**config.mk**
```make
export PLATFORM = sky130hd
export DESIGN_NAME = br_core
export DESIGN_NICKNAME = d
export VERILOG_FILES = /design/src/common/rv32i_types.sv /design/src/common/tomasulo_types.sv /design/src/hdl/br_core.sv /design/src/hdl/br_unit.sv /design/src/reservation_station/br_rs.sv
export SDC_FILE = /design/constraint.sdc
export NUM_CORES = 1
export LEC_CHECK = 0
export ABC_AREA = 1
export ABC_CLOCK_PERIOD_IN_PS = 4100
export BUFFER_PORTS_ARGS = -buffer_cell sky130_fd_sc_hd__buf_2
export CAP_MARGIN = 10
export CORE_UTILIZATION = 45
export CTS_CLUSTER_SIZE = 24
export DETAILED_ROUTE_END_ITERATION = 8
export PLACE_DENSITY = 0.68
export SYNTH_ARGS = -nofsm -noshare
export SYNTH_HDL_FRONTEND = slang
export SYNTH_SLANG_ARGS = --single-unit
export TNS_END_PERCENT = 50
```
**constraint.sdc**
```tcl
create_clock -name clk -period 4.1 [get_ports clk]
set_clock_uncertainty 0.1 [all_clocks]
set_input_delay 1.025 -clock clk [delete_from_list [all_inputs] [get_ports clk]]
set_output_delay 1.025 -clock clk [all_outputs]
set_load 0.03 [all_outputs]
```
**src/common/rv32i_types.sv**
```systemverilog
`default_nettype none

// rv32i encodings and widths used by the branch path
package rv32i_types;

	// architectural word width
	localparam int xlen = 32;

	// data and address word
	typedef logic [xlen-1:0] word_t;

	// fall-through step, all instructions are 4 bytes
	localparam word_t pc_step = 32'd4;

	// funct3 field width of the b-type format
	localparam int funct3_w = 3;

	// branch condition codes as found in funct3
	// 3'b010 and 3'b011 are unused by the branch opcode
	typedef enum logic [funct3_w-1:0] {
		beq  = 3'b000,
		bne  = 3'b001,
		blt  = 3'b100,
		bge  = 3'b101,
		bltu = 3'b110,
		bgeu = 3'b111
	} br_funct3_t;

	// funct3[2] picks the ordered compares, funct3[1] the unsigned ones
	// funct3[0] inverts the condition, kept here as a reminder only
	// br_unit decodes the full enum instead of these bits

endpackage : rv32i_types

`default_nettype wire

```
**src/common/tomasulo_types.sv**
```systemverilog
`default_nettype none

// bookkeeping types of the out-of-order core
package tomasulo_types;

	import rv32i_types::*;

	// rob tag width, 16 instructions in flight at most
	localparam int rob_tag_w = 4;

	// identifies an instruction by its rob slot
	typedef logic [rob_tag_w-1:0] rob_tag_t;

	// an operand slot is a busy flag next to a word_t
	// busy set: the low bits of the word name the producer
	// busy clear: the word is the operand value itself

	// producer tag held in a busy operand slot
	function automatic rob_tag_t slot_tag(input word_t slot);
		return slot[rob_tag_w-1:0];
	endfunction

	// true when a busy slot waits on the tag now on the cdb
	function automatic logic slot_wakes(
		input logic   busy,
		input word_t  slot,
		input logic   cdb_valid,
		input rob_tag_t cdb_tag
	);
		return busy && cdb_valid && (slot_tag(slot) == cdb_tag);
	endfunction

endpackage : tomasulo_types

`default_nettype wire

```
**src/hdl/br_core.sv**
```systemverilog
`timescale 1ns/1ps
`default_nettype none

module br_core
	import rv32i_types::*, tomasulo_types::*;
#(
	parameter int rs_depth = 4
)
(
	input  logic       clk,
	input  logic       reset,
	input  logic       flush,

	// issue
	input  logic       issue_valid,
	input  br_funct3_t issue_funct3,
	input  word_t      issue_pc,
	input  word_t      issue_imm,
	input  logic       issue_pred_taken,
	input  rob_tag_t   issue_tag,
	input  logic       issue_busy_a,
	input  logic       issue_busy_b,
	input  word_t      issue_a,
	input  word_t      issue_b,
	output logic       issue_ready,

	// common data bus
	input  logic       cdb_valid,
	input  rob_tag_t   cdb_tag,
	input  word_t      cdb_value,

	// result
	output logic       res_valid,
	output rob_tag_t   res_tag,
	output logic       res_taken,
	output word_t      res_next_pc,
	output logic       res_mispredict
);

	// dispatch path between station and unit
	logic       disp_valid;
	br_funct3_t disp_funct3;
	word_t      disp_a;
	word_t      disp_b;
	word_t      disp_pc;
	word_t      disp_imm;
	logic       disp_pred_taken;
	rob_tag_t   disp_tag;

	br_rs #(
		.rs_depth(rs_depth)
	) rs_inst (
		.clk              (clk),
		.reset            (reset),
		.flush            (flush),
		.issue_valid      (issue_valid),
		.issue_funct3     (issue_funct3),
		.issue_pc         (issue_pc),
		.issue_imm        (issue_imm),
		.issue_pred_taken (issue_pred_taken),
		.issue_tag        (issue_tag),
		.issue_busy_a     (issue_busy_a),
		.issue_busy_b     (issue_busy_b),
		.issue_a          (issue_a),
		.issue_b          (issue_b),
		.issue_ready      (issue_ready),
		.cdb_valid        (cdb_valid),
		.cdb_tag          (cdb_tag),
		.cdb_value        (cdb_value),
		.disp_valid       (disp_valid),
		.disp_funct3      (disp_funct3),
		.disp_a           (disp_a),
		.disp_b           (disp_b),
		.disp_pc          (disp_pc),
		.disp_imm         (disp_imm),
		.disp_pred_taken  (disp_pred_taken),
		.disp_tag         (disp_tag)
	);

	br_unit unit_inst (
		.clk              (clk),
		.reset            (reset),
		.flush            (flush),
		.disp_valid       (disp_valid),
		.disp_funct3      (disp_funct3),
		.disp_a           (disp_a),
		.disp_b           (disp_b),
		.disp_pc          (disp_pc),
		.disp_imm         (disp_imm),
		.disp_pred_taken  (disp_pred_taken),
		.disp_tag         (disp_tag),
		.res_valid        (res_valid),
		.res_tag          (res_tag),
		.res_taken        (res_taken),
		.res_next_pc      (res_next_pc),
		.res_mispredict   (res_mispredict)
	);

endmodule : br_core

`default_nettype wire

```
**src/hdl/br_unit.sv**
```systemverilog
`timescale 1ns/1ps
`default_nettype none

module br_unit
	import rv32i_types::*, tomasulo_types::*;
(
	input  logic       clk,
	input  logic       reset,
	input  logic       flush,

	// from the station, always accepted
	input  logic       disp_valid,
	input  br_funct3_t disp_funct3,
	input  word_t      disp_a,
	input  word_t      disp_b,
	input  word_t      disp_pc,
	input  word_t      disp_imm,
	input  logic       disp_pred_taken,
	input  rob_tag_t   disp_tag,

	// resolved branch
	output logic       res_valid,
	output rob_tag_t   res_tag,
	output logic       res_taken,
	output word_t      res_next_pc,
	output logic       res_mispredict
);

	// compare results
	logic  cmp_eq;
	logic  cmp_lt;
	logic  cmp_ltu;
	logic  taken;
	word_t next_pc;

	assign cmp_eq  = (disp_a == disp_b);
	assign cmp_lt  = ($signed(disp_a) < $signed(disp_b));
	assign cmp_ltu = (disp_a < disp_b);

	// condition per funct3
	always_comb
	begin
		case (disp_funct3)
			beq:     taken = cmp_eq;
			bne:     taken = !cmp_eq;
			blt:     taken = cmp_lt;
			bge:     taken = !cmp_lt;
			bltu:    taken = cmp_ltu;
			bgeu:    taken = !cmp_ltu;
			default: taken = 1'b0;
		endcase
	end

	// target or fall-through
	assign next_pc = taken ? (disp_pc + disp_imm) : (disp_pc + pc_step);

	always_ff @(posedge clk)
	begin
		if (reset || flush)
			res_valid <= 1'b0;
		else
			res_valid <= disp_valid;

		if (disp_valid)
		begin
			res_tag        <= disp_tag;
			res_taken      <= taken;
			res_next_pc    <= next_pc;
			// wrong direction guessed at fetch
			res_mispredict <= (taken != disp_pred_taken);
		end
	end

endmodule : br_unit

`default_nettype wire

```
**src/reservation_station/br_rs.sv**
```systemverilog
`timescale 1ns/1ps
`default_nettype none

module br_rs
	import rv32i_types::*, tomasulo_types::*;
#(
	parameter int rs_depth = 4
)
(
	input  logic       clk,
	input  logic       reset,
	input  logic       flush,

	// issue side
	input  logic       issue_valid,
	input  br_funct3_t issue_funct3,
	input  word_t      issue_pc,
	input  word_t      issue_imm,
	input  logic       issue_pred_taken,
	input  rob_tag_t   issue_tag,
	input  logic       issue_busy_a,
	input  logic       issue_busy_b,
	input  word_t      issue_a,
	input  word_t      issue_b,
	output logic       issue_ready,

	// common data bus
	input  logic       cdb_valid,
	input  rob_tag_t   cdb_tag,
	input  word_t      cdb_value,

	// towards the branch unit
	output logic       disp_valid,
	output br_funct3_t disp_funct3,
	output word_t      disp_a,
	output word_t      disp_b,
	output word_t      disp_pc,
	output word_t      disp_imm,
	output logic       disp_pred_taken,
	output rob_tag_t   disp_tag
);

	// entry index and free count widths
	localparam int idx_w = $clog2(rs_depth);
	localparam int cnt_w = $clog2(rs_depth) + 1;

	// entry control
	logic [rs_depth-1:0] ent_valid;
	logic [rs_depth-1:0] ent_busy_a;
	logic [rs_depth-1:0] ent_busy_b;

	// entry payload
	word_t      ent_a        [rs_depth];
	word_t      ent_b        [rs_depth];
	word_t      ent_pc       [rs_depth];
	word_t      ent_imm      [rs_depth];
	br_funct3_t ent_funct3   [rs_depth];
	logic       ent_pred     [rs_depth];
	rob_tag_t   ent_tag      [rs_depth];

	// selection
	logic [rs_depth-1:0] ent_ready;
	logic [rs_depth-1:0] ent_free;
	logic [rs_depth-1:0] disp_onehot;
	logic [rs_depth-1:0] issue_onehot;
	logic [idx_w-1:0]    disp_sel;
	logic [idx_w-1:0]    issue_sel;
	logic                disp_hit;
	logic [cnt_w-1:0]    free_count;

	// issue side
	logic issue_fire;
	logic issue_wake_a;
	logic issue_wake_b;

	// ready means valid with both operands holding values
	assign ent_ready = ent_valid & ~ent_busy_a & ~ent_busy_b;

	// oldest-first is not tracked, lowest index wins
	always_comb
	begin
		disp_hit    = 1'b0;
		disp_sel    = '0;
		disp_onehot = '0;
		for (int i = 0; i < rs_depth; i++)
		begin
			if (ent_ready[i] && !disp_hit)
			begin
				disp_hit       = 1'b1;
				disp_sel       = idx_w'(i);
				disp_onehot[i] = 1'b1;
			end
		end
	end

	// an entry leaving this cycle can be refilled at the same edge
	assign ent_free = ~ent_valid | disp_onehot;

	// lowest free slot and number of free slots
	always_comb
	begin
		issue_sel    = '0;
		issue_onehot = '0;
		free_count   = '0;
		for (int i = 0; i < rs_depth; i++)
		begin
			if (ent_free[i])
			begin
				if (free_count == '0)
				begin
					issue_sel       = idx_w'(i);
					issue_onehot[i] = 1'b1;
				end
				free_count = free_count + cnt_w'(1);
			end
		end
	end

	assign issue_ready = (free_count != '0);
	assign issue_fire  = issue_valid && issue_ready;

	// catch a broadcast in the same cycle as the issue
	assign issue_wake_a = slot_wakes(issue_busy_a, issue_a, cdb_valid, cdb_tag);
	assign issue_wake_b = slot_wakes(issue_busy_b, issue_b, cdb_valid, cdb_tag);

	// operand slots and branch fields
	always_ff @(posedge clk)
	begin
		// wake-up from the cdb
		for (int i = 0; i < rs_depth; i++)
		begin
			if (ent_valid[i] && slot_wakes(ent_busy_a[i], ent_a[i], cdb_valid, cdb_tag))
			begin
				ent_a[i]      <= cdb_value;
				ent_busy_a[i] <= 1'b0;
			end
			if (ent_valid[i] && slot_wakes(ent_busy_b[i], ent_b[i], cdb_valid, cdb_tag))
			begin
				ent_b[i]      <= cdb_value;
				ent_busy_b[i] <= 1'b0;
			end
		end

		// capture, written last so a refilled slot takes the new branch
		if (issue_fire)
		begin
			ent_funct3[issue_sel] <= issue_funct3;
			ent_pc[issue_sel]     <= issue_pc;
			ent_imm[issue_sel]    <= issue_imm;
			ent_pred[issue_sel]   <= issue_pred_taken;
			ent_tag[issue_sel]    <= issue_tag;
			ent_busy_a[issue_sel] <= issue_busy_a && !issue_wake_a;
			ent_busy_b[issue_sel] <= issue_busy_b && !issue_wake_b;
			ent_a[issue_sel]      <= issue_wake_a ? cdb_value : issue_a;
			ent_b[issue_sel]      <= issue_wake_b ? cdb_value : issue_b;
		end

		// dispatch payload
		if (disp_hit)
		begin
			disp_funct3     <= ent_funct3[disp_sel];
			disp_a          <= ent_a[disp_sel];
			disp_b          <= ent_b[disp_sel];
			disp_pc         <= ent_pc[disp_sel];
			disp_imm        <= ent_imm[disp_sel];
			disp_pred_taken <= ent_pred[disp_sel];
			disp_tag        <= ent_tag[disp_sel];
		end
	end

	// occupancy and dispatch strobe
	always_ff @(posedge clk)
	begin
		if (reset || flush)
		begin
			// a flush also squashes the issue and dispatch of this cycle
			ent_valid  <= '0;
			disp_valid <= 1'b0;
		end
		else
		begin
			disp_valid <= disp_hit;
			ent_valid  <= (ent_valid & ~disp_onehot) | (issue_fire ? issue_onehot : '0);
		end
	end

endmodule : br_rs

`default_nettype wire

```
==> results.sh <==
export IMPL_maxSlewHeadroom_pct=31.9
export IMPL_start_util_pct=45.7
export IMPL_cts_sinks=732
export IMPL_status="complete, no violations"
export IMPL_synth_seq_cells=732
export IMPL_start_kind="register"
export IMPL_timing_critical_path_buf_inv=5
export IMPL_max_freq_mhz=253
export IMPL_grt_pass1_wl_mm=139
export IMPL_ir_drop_mv=0.253
export IMPL_dp_hpwl_mm=57.6
export IMPL_synthArstFlopShare_pct=0
export IMPL_drtIter0Drc=1987
export IMPL_die_y_um=278
export IMPL_cp_startpoint="rs_inst.ent_busy_b[0]"
export IMPL_drive_above_1_share_pct=12.1
export IMPL_io_buffers=218
export IMPL_antenna_found_initial=9
export IMPL_first_global_vias=24659
export IMPL_utilization_pct=52.2
export IMPL_max_stage_delay_ns=0.33
export IMPL_avgViaCountPerCell=5.45
export IMPL_cts_buffers_inserted=79
export IMPL_wirelength_mm=91.6
export IMPL_setup_viol=0
export IMPL_drc=0
export IMPL_crit_arrival_ns=2.83
export IMPL_syn_to_final_growth_pct=14.2
export IMPL_clkLatencyLatePin_ns=0.63
export IMPL_htree_levels=3
export IMPL_clk_pin_slew_ns=0.06
export IMPL_synth_area_leaders="edfxtp_1 63%, nand2_1 11%, o21ai_0 5.5%, nor2_1 3.9%, ha_1 2.6%"
export IMPL_p_total_uw=17100
export IMPL_route_vias_total=24896
export IMPL_max_cap_viol_count=0
export IMPL_path_cells="inv_1, nand3_1, nand2_1, inv_2, ha_1, inv_2, xor2_4, inv_2, ha_4, nor3_2, nand2_1, nand2_2, nand2_8, buf_6"
export IMPL_hp_class="reg2reg"
export IMPL_powerDensity_mw_per_mm2=438
export IMPL_p_leak_uw=0.0154
export IMPL_synth_top_area_share_pct=62.9
export IMPL_yosys_warnings=0
export IMPL_yosysMostFrequentCell="nand2_1"
export IMPL_dr_pass1_iters=5
export IMPL_syn_inst=3339
export IMPL_synth_nets=3590
export IMPL_path_max_fanout=5
export IMPL_ys_flop_type="edfxtp_1"
export IMPL_criticalPathCategory="reg2out"
export IMPL_r2r_start="rs_inst.ent_busy_b[0]"
export IMPL_grt_remaining_overflow=0
export IMPL_synth_common_cells="992 x nand2_1, 718 x edfxtp_1, 374 x o21ai_0, 358 x nor2_1, 193 x inv_1"
export IMPL_die_w_um=278
export IMPL_whs_path_depth=0
export IMPL_yosys_area_top_type="edfxtp_1"
export IMPL_clockRootBuffer="clkbuf_16"
export IMPL_crit_cells=14
export IMPL_yosysSeqAreaShare_pct=63.7
export IMPL_slowest_stage="dfxtp_1"
export IMPL_reg2reg_depth=17
export IMPL_yosysUniqueCellTypes=48
export IMPL_clockBufferDepth=3
export IMPL_critPathRequiredTime_ns=2.97
export IMPL_syn_cell_area_mm2=0.0343
export IMPL_crit_family="simple AND/OR/NAND/NOR gates"
export IMPL_ant_nets=0
export IMPL_num_rows=100
export IMPL_cts_tree="done"
export IMPL_synth_edf_count=718
export IMPL_grt_max_degree=161
export IMPL_finalWeightedCongestion=0.935
export IMPL_avgSynthCellArea_um2=10.3
export IMPL_core_area_mm2=0.0749
export IMPL_io_pins=219
export IMPL_tightest_slew_ns=1.02
export IMPL_fin_crit_sh_pct=96.5
export IMPL_period_needed_ns=3.96
export IMPL_fillCellCount=6503
export IMPL_finalHoldViolations=0
export IMPL_cp_end_kind="primary output"
export IMPL_fin_nets=3789
export IMPL_fp_dieArea_mm2=0.0773
export IMPL_wl_per_cell_um=20.0
export IMPL_worst_path_most_repeated_cell="inv_2"
export IMPL_maxSlewViolCount=0
export IMPL_gr_usage_all_layers_pct=23.6
export IMPL_hp_start="rs_inst.disp_tag[3]"
export IMPL_hold_ws_ns=0.313
[layout by cell type, fill, tap and decap left out, types with 20 or more instances in the layout]
cell         n
nand2_1    987
a21oi_1     66
clkinv_1    20
buf_2      217
edfxtp_1   718
xor2_1      46
buf_4       38
clkbuf_16   82
nand3_1     46
o22ai_1    130
inv_1      189
ha_1        70
buf_12      22
o21ai_0    374
nor2_1     357
xnor2_1     29
nand4_1     50
[worst paths after layout]
kind              slack [ns]                     end
setup / recovery        0.14             issue_ready
hold / removal          0.31    unit_inst.res_tag[3]
setup reg to reg        0.53  rs_inst.ent_imm[2][14]
hold reg to reg         0.31    unit_inst.res_tag[3]
[cell type report]
cell class / count / area [um^2] / share of cell area [%]
Antenna cell: 2 / 5.00 / 0.0128
Clock buffer: 95 / 2110 / 5.39
Clock inverter: 49 / 462 / 1.18
Inverter: 200 / 771 / 1.97
Multi-Input combinational cell: 2247 / 10900 / 27.9
Sequential cell: 732 / 21800 / 55.8
Tap cell: 969 / 1210 / 3.10
Timing Repair Buffer: 278 / 1820 / 4.66
[through the flow]
stage / std cells / setup TNS (ns) / setup WS [ns] / instance area [um^2]
global placement: 4417 / 0 / 0.389 / 36500
finish: 4572 / 0 / 0.144 / 39100
detailed placement: 4417 / 0 / 0.431 / 36500
floorplan: 3339 / 0 / 0.259 / 34300
CTS: 4567 / 0 / 0.0157 / 39100
global route: 4571 / -0.0230 / -0.0230 / 39100
[report_power, final]
group / internal (uW) / total [uW] / switching, uW
combinational: 463 / 1400 / 937
sequential: 8550 / 8650 / 96.6
clock: 4180 / 7100 / 2910
[state kept, by name, summed over array words and instances, names as in the netlist]
register and flops:
rs_inst.disp_valid 1, rs_inst.disp_pc 32, rs_inst.ent_pc 128, rs_inst.disp_b 32
rs_inst.ent_funct3 12, rs_inst.disp_funct3 3, unit_inst.res_taken 1, rs_inst.disp_imm 32
rs_inst.disp_a 32, rs_inst.ent_busy_a 4, rs_inst.ent_imm 128, rs_inst.ent_valid 4
rs_inst.ent_busy_b 4, rs_inst.disp_pred_taken 1, unit_inst.res_tag 4, unit_inst.res_next_pc 32
rs_inst.disp_tag 4, unit_inst.res_valid 1, unit_inst.res_mispredict 1, rs_inst.ent_b 128
rs_inst.ent_tag 16, rs_inst.ent_a 128, rs_inst.ent_pred 4
[kinds of logic after synthesis]
family | count (synthesis) | synth area share, %
xor+xnor | 76 | 2.00
simple gates | 1497 | 17.5
fa+ha+maj | 72 | 2.65
flops | 732 | 63.7
buf+inv | 360 | 4.61
compound gates | 602 | 9.51
[per-layer routing]
layer | vias up | wire length [um] | part of all wire (%) | GRT usage, %
met5 | - | 36 | 0.039 | 0
met4 | 6 | 3540 | 3.9 | 9.70
met1 | 11746 | 36000 | 39 | 28.9
met2 | 974 | 46000 | 50 | 41.6
met3 | 228 | 6040 | 6.6 | 3.40
li1 | 11942 | - | - | -
[what timing repair did]
| action | 4_1_cts | 5_1_grt |
|---|---|---|
| hold buffers | 0 | 0 |
| resized for setup | 5 | 6 |
| pin swaps | 5 | 6 |
| setup endpoints to repair | 1 | 1 |
| cloned | 0 | 0 |
| setup buffers | 6 | 3 |
| hold endpoints to repair | 0 | 0 |
No activity file was read; power rests on OpenSTA's default activity.
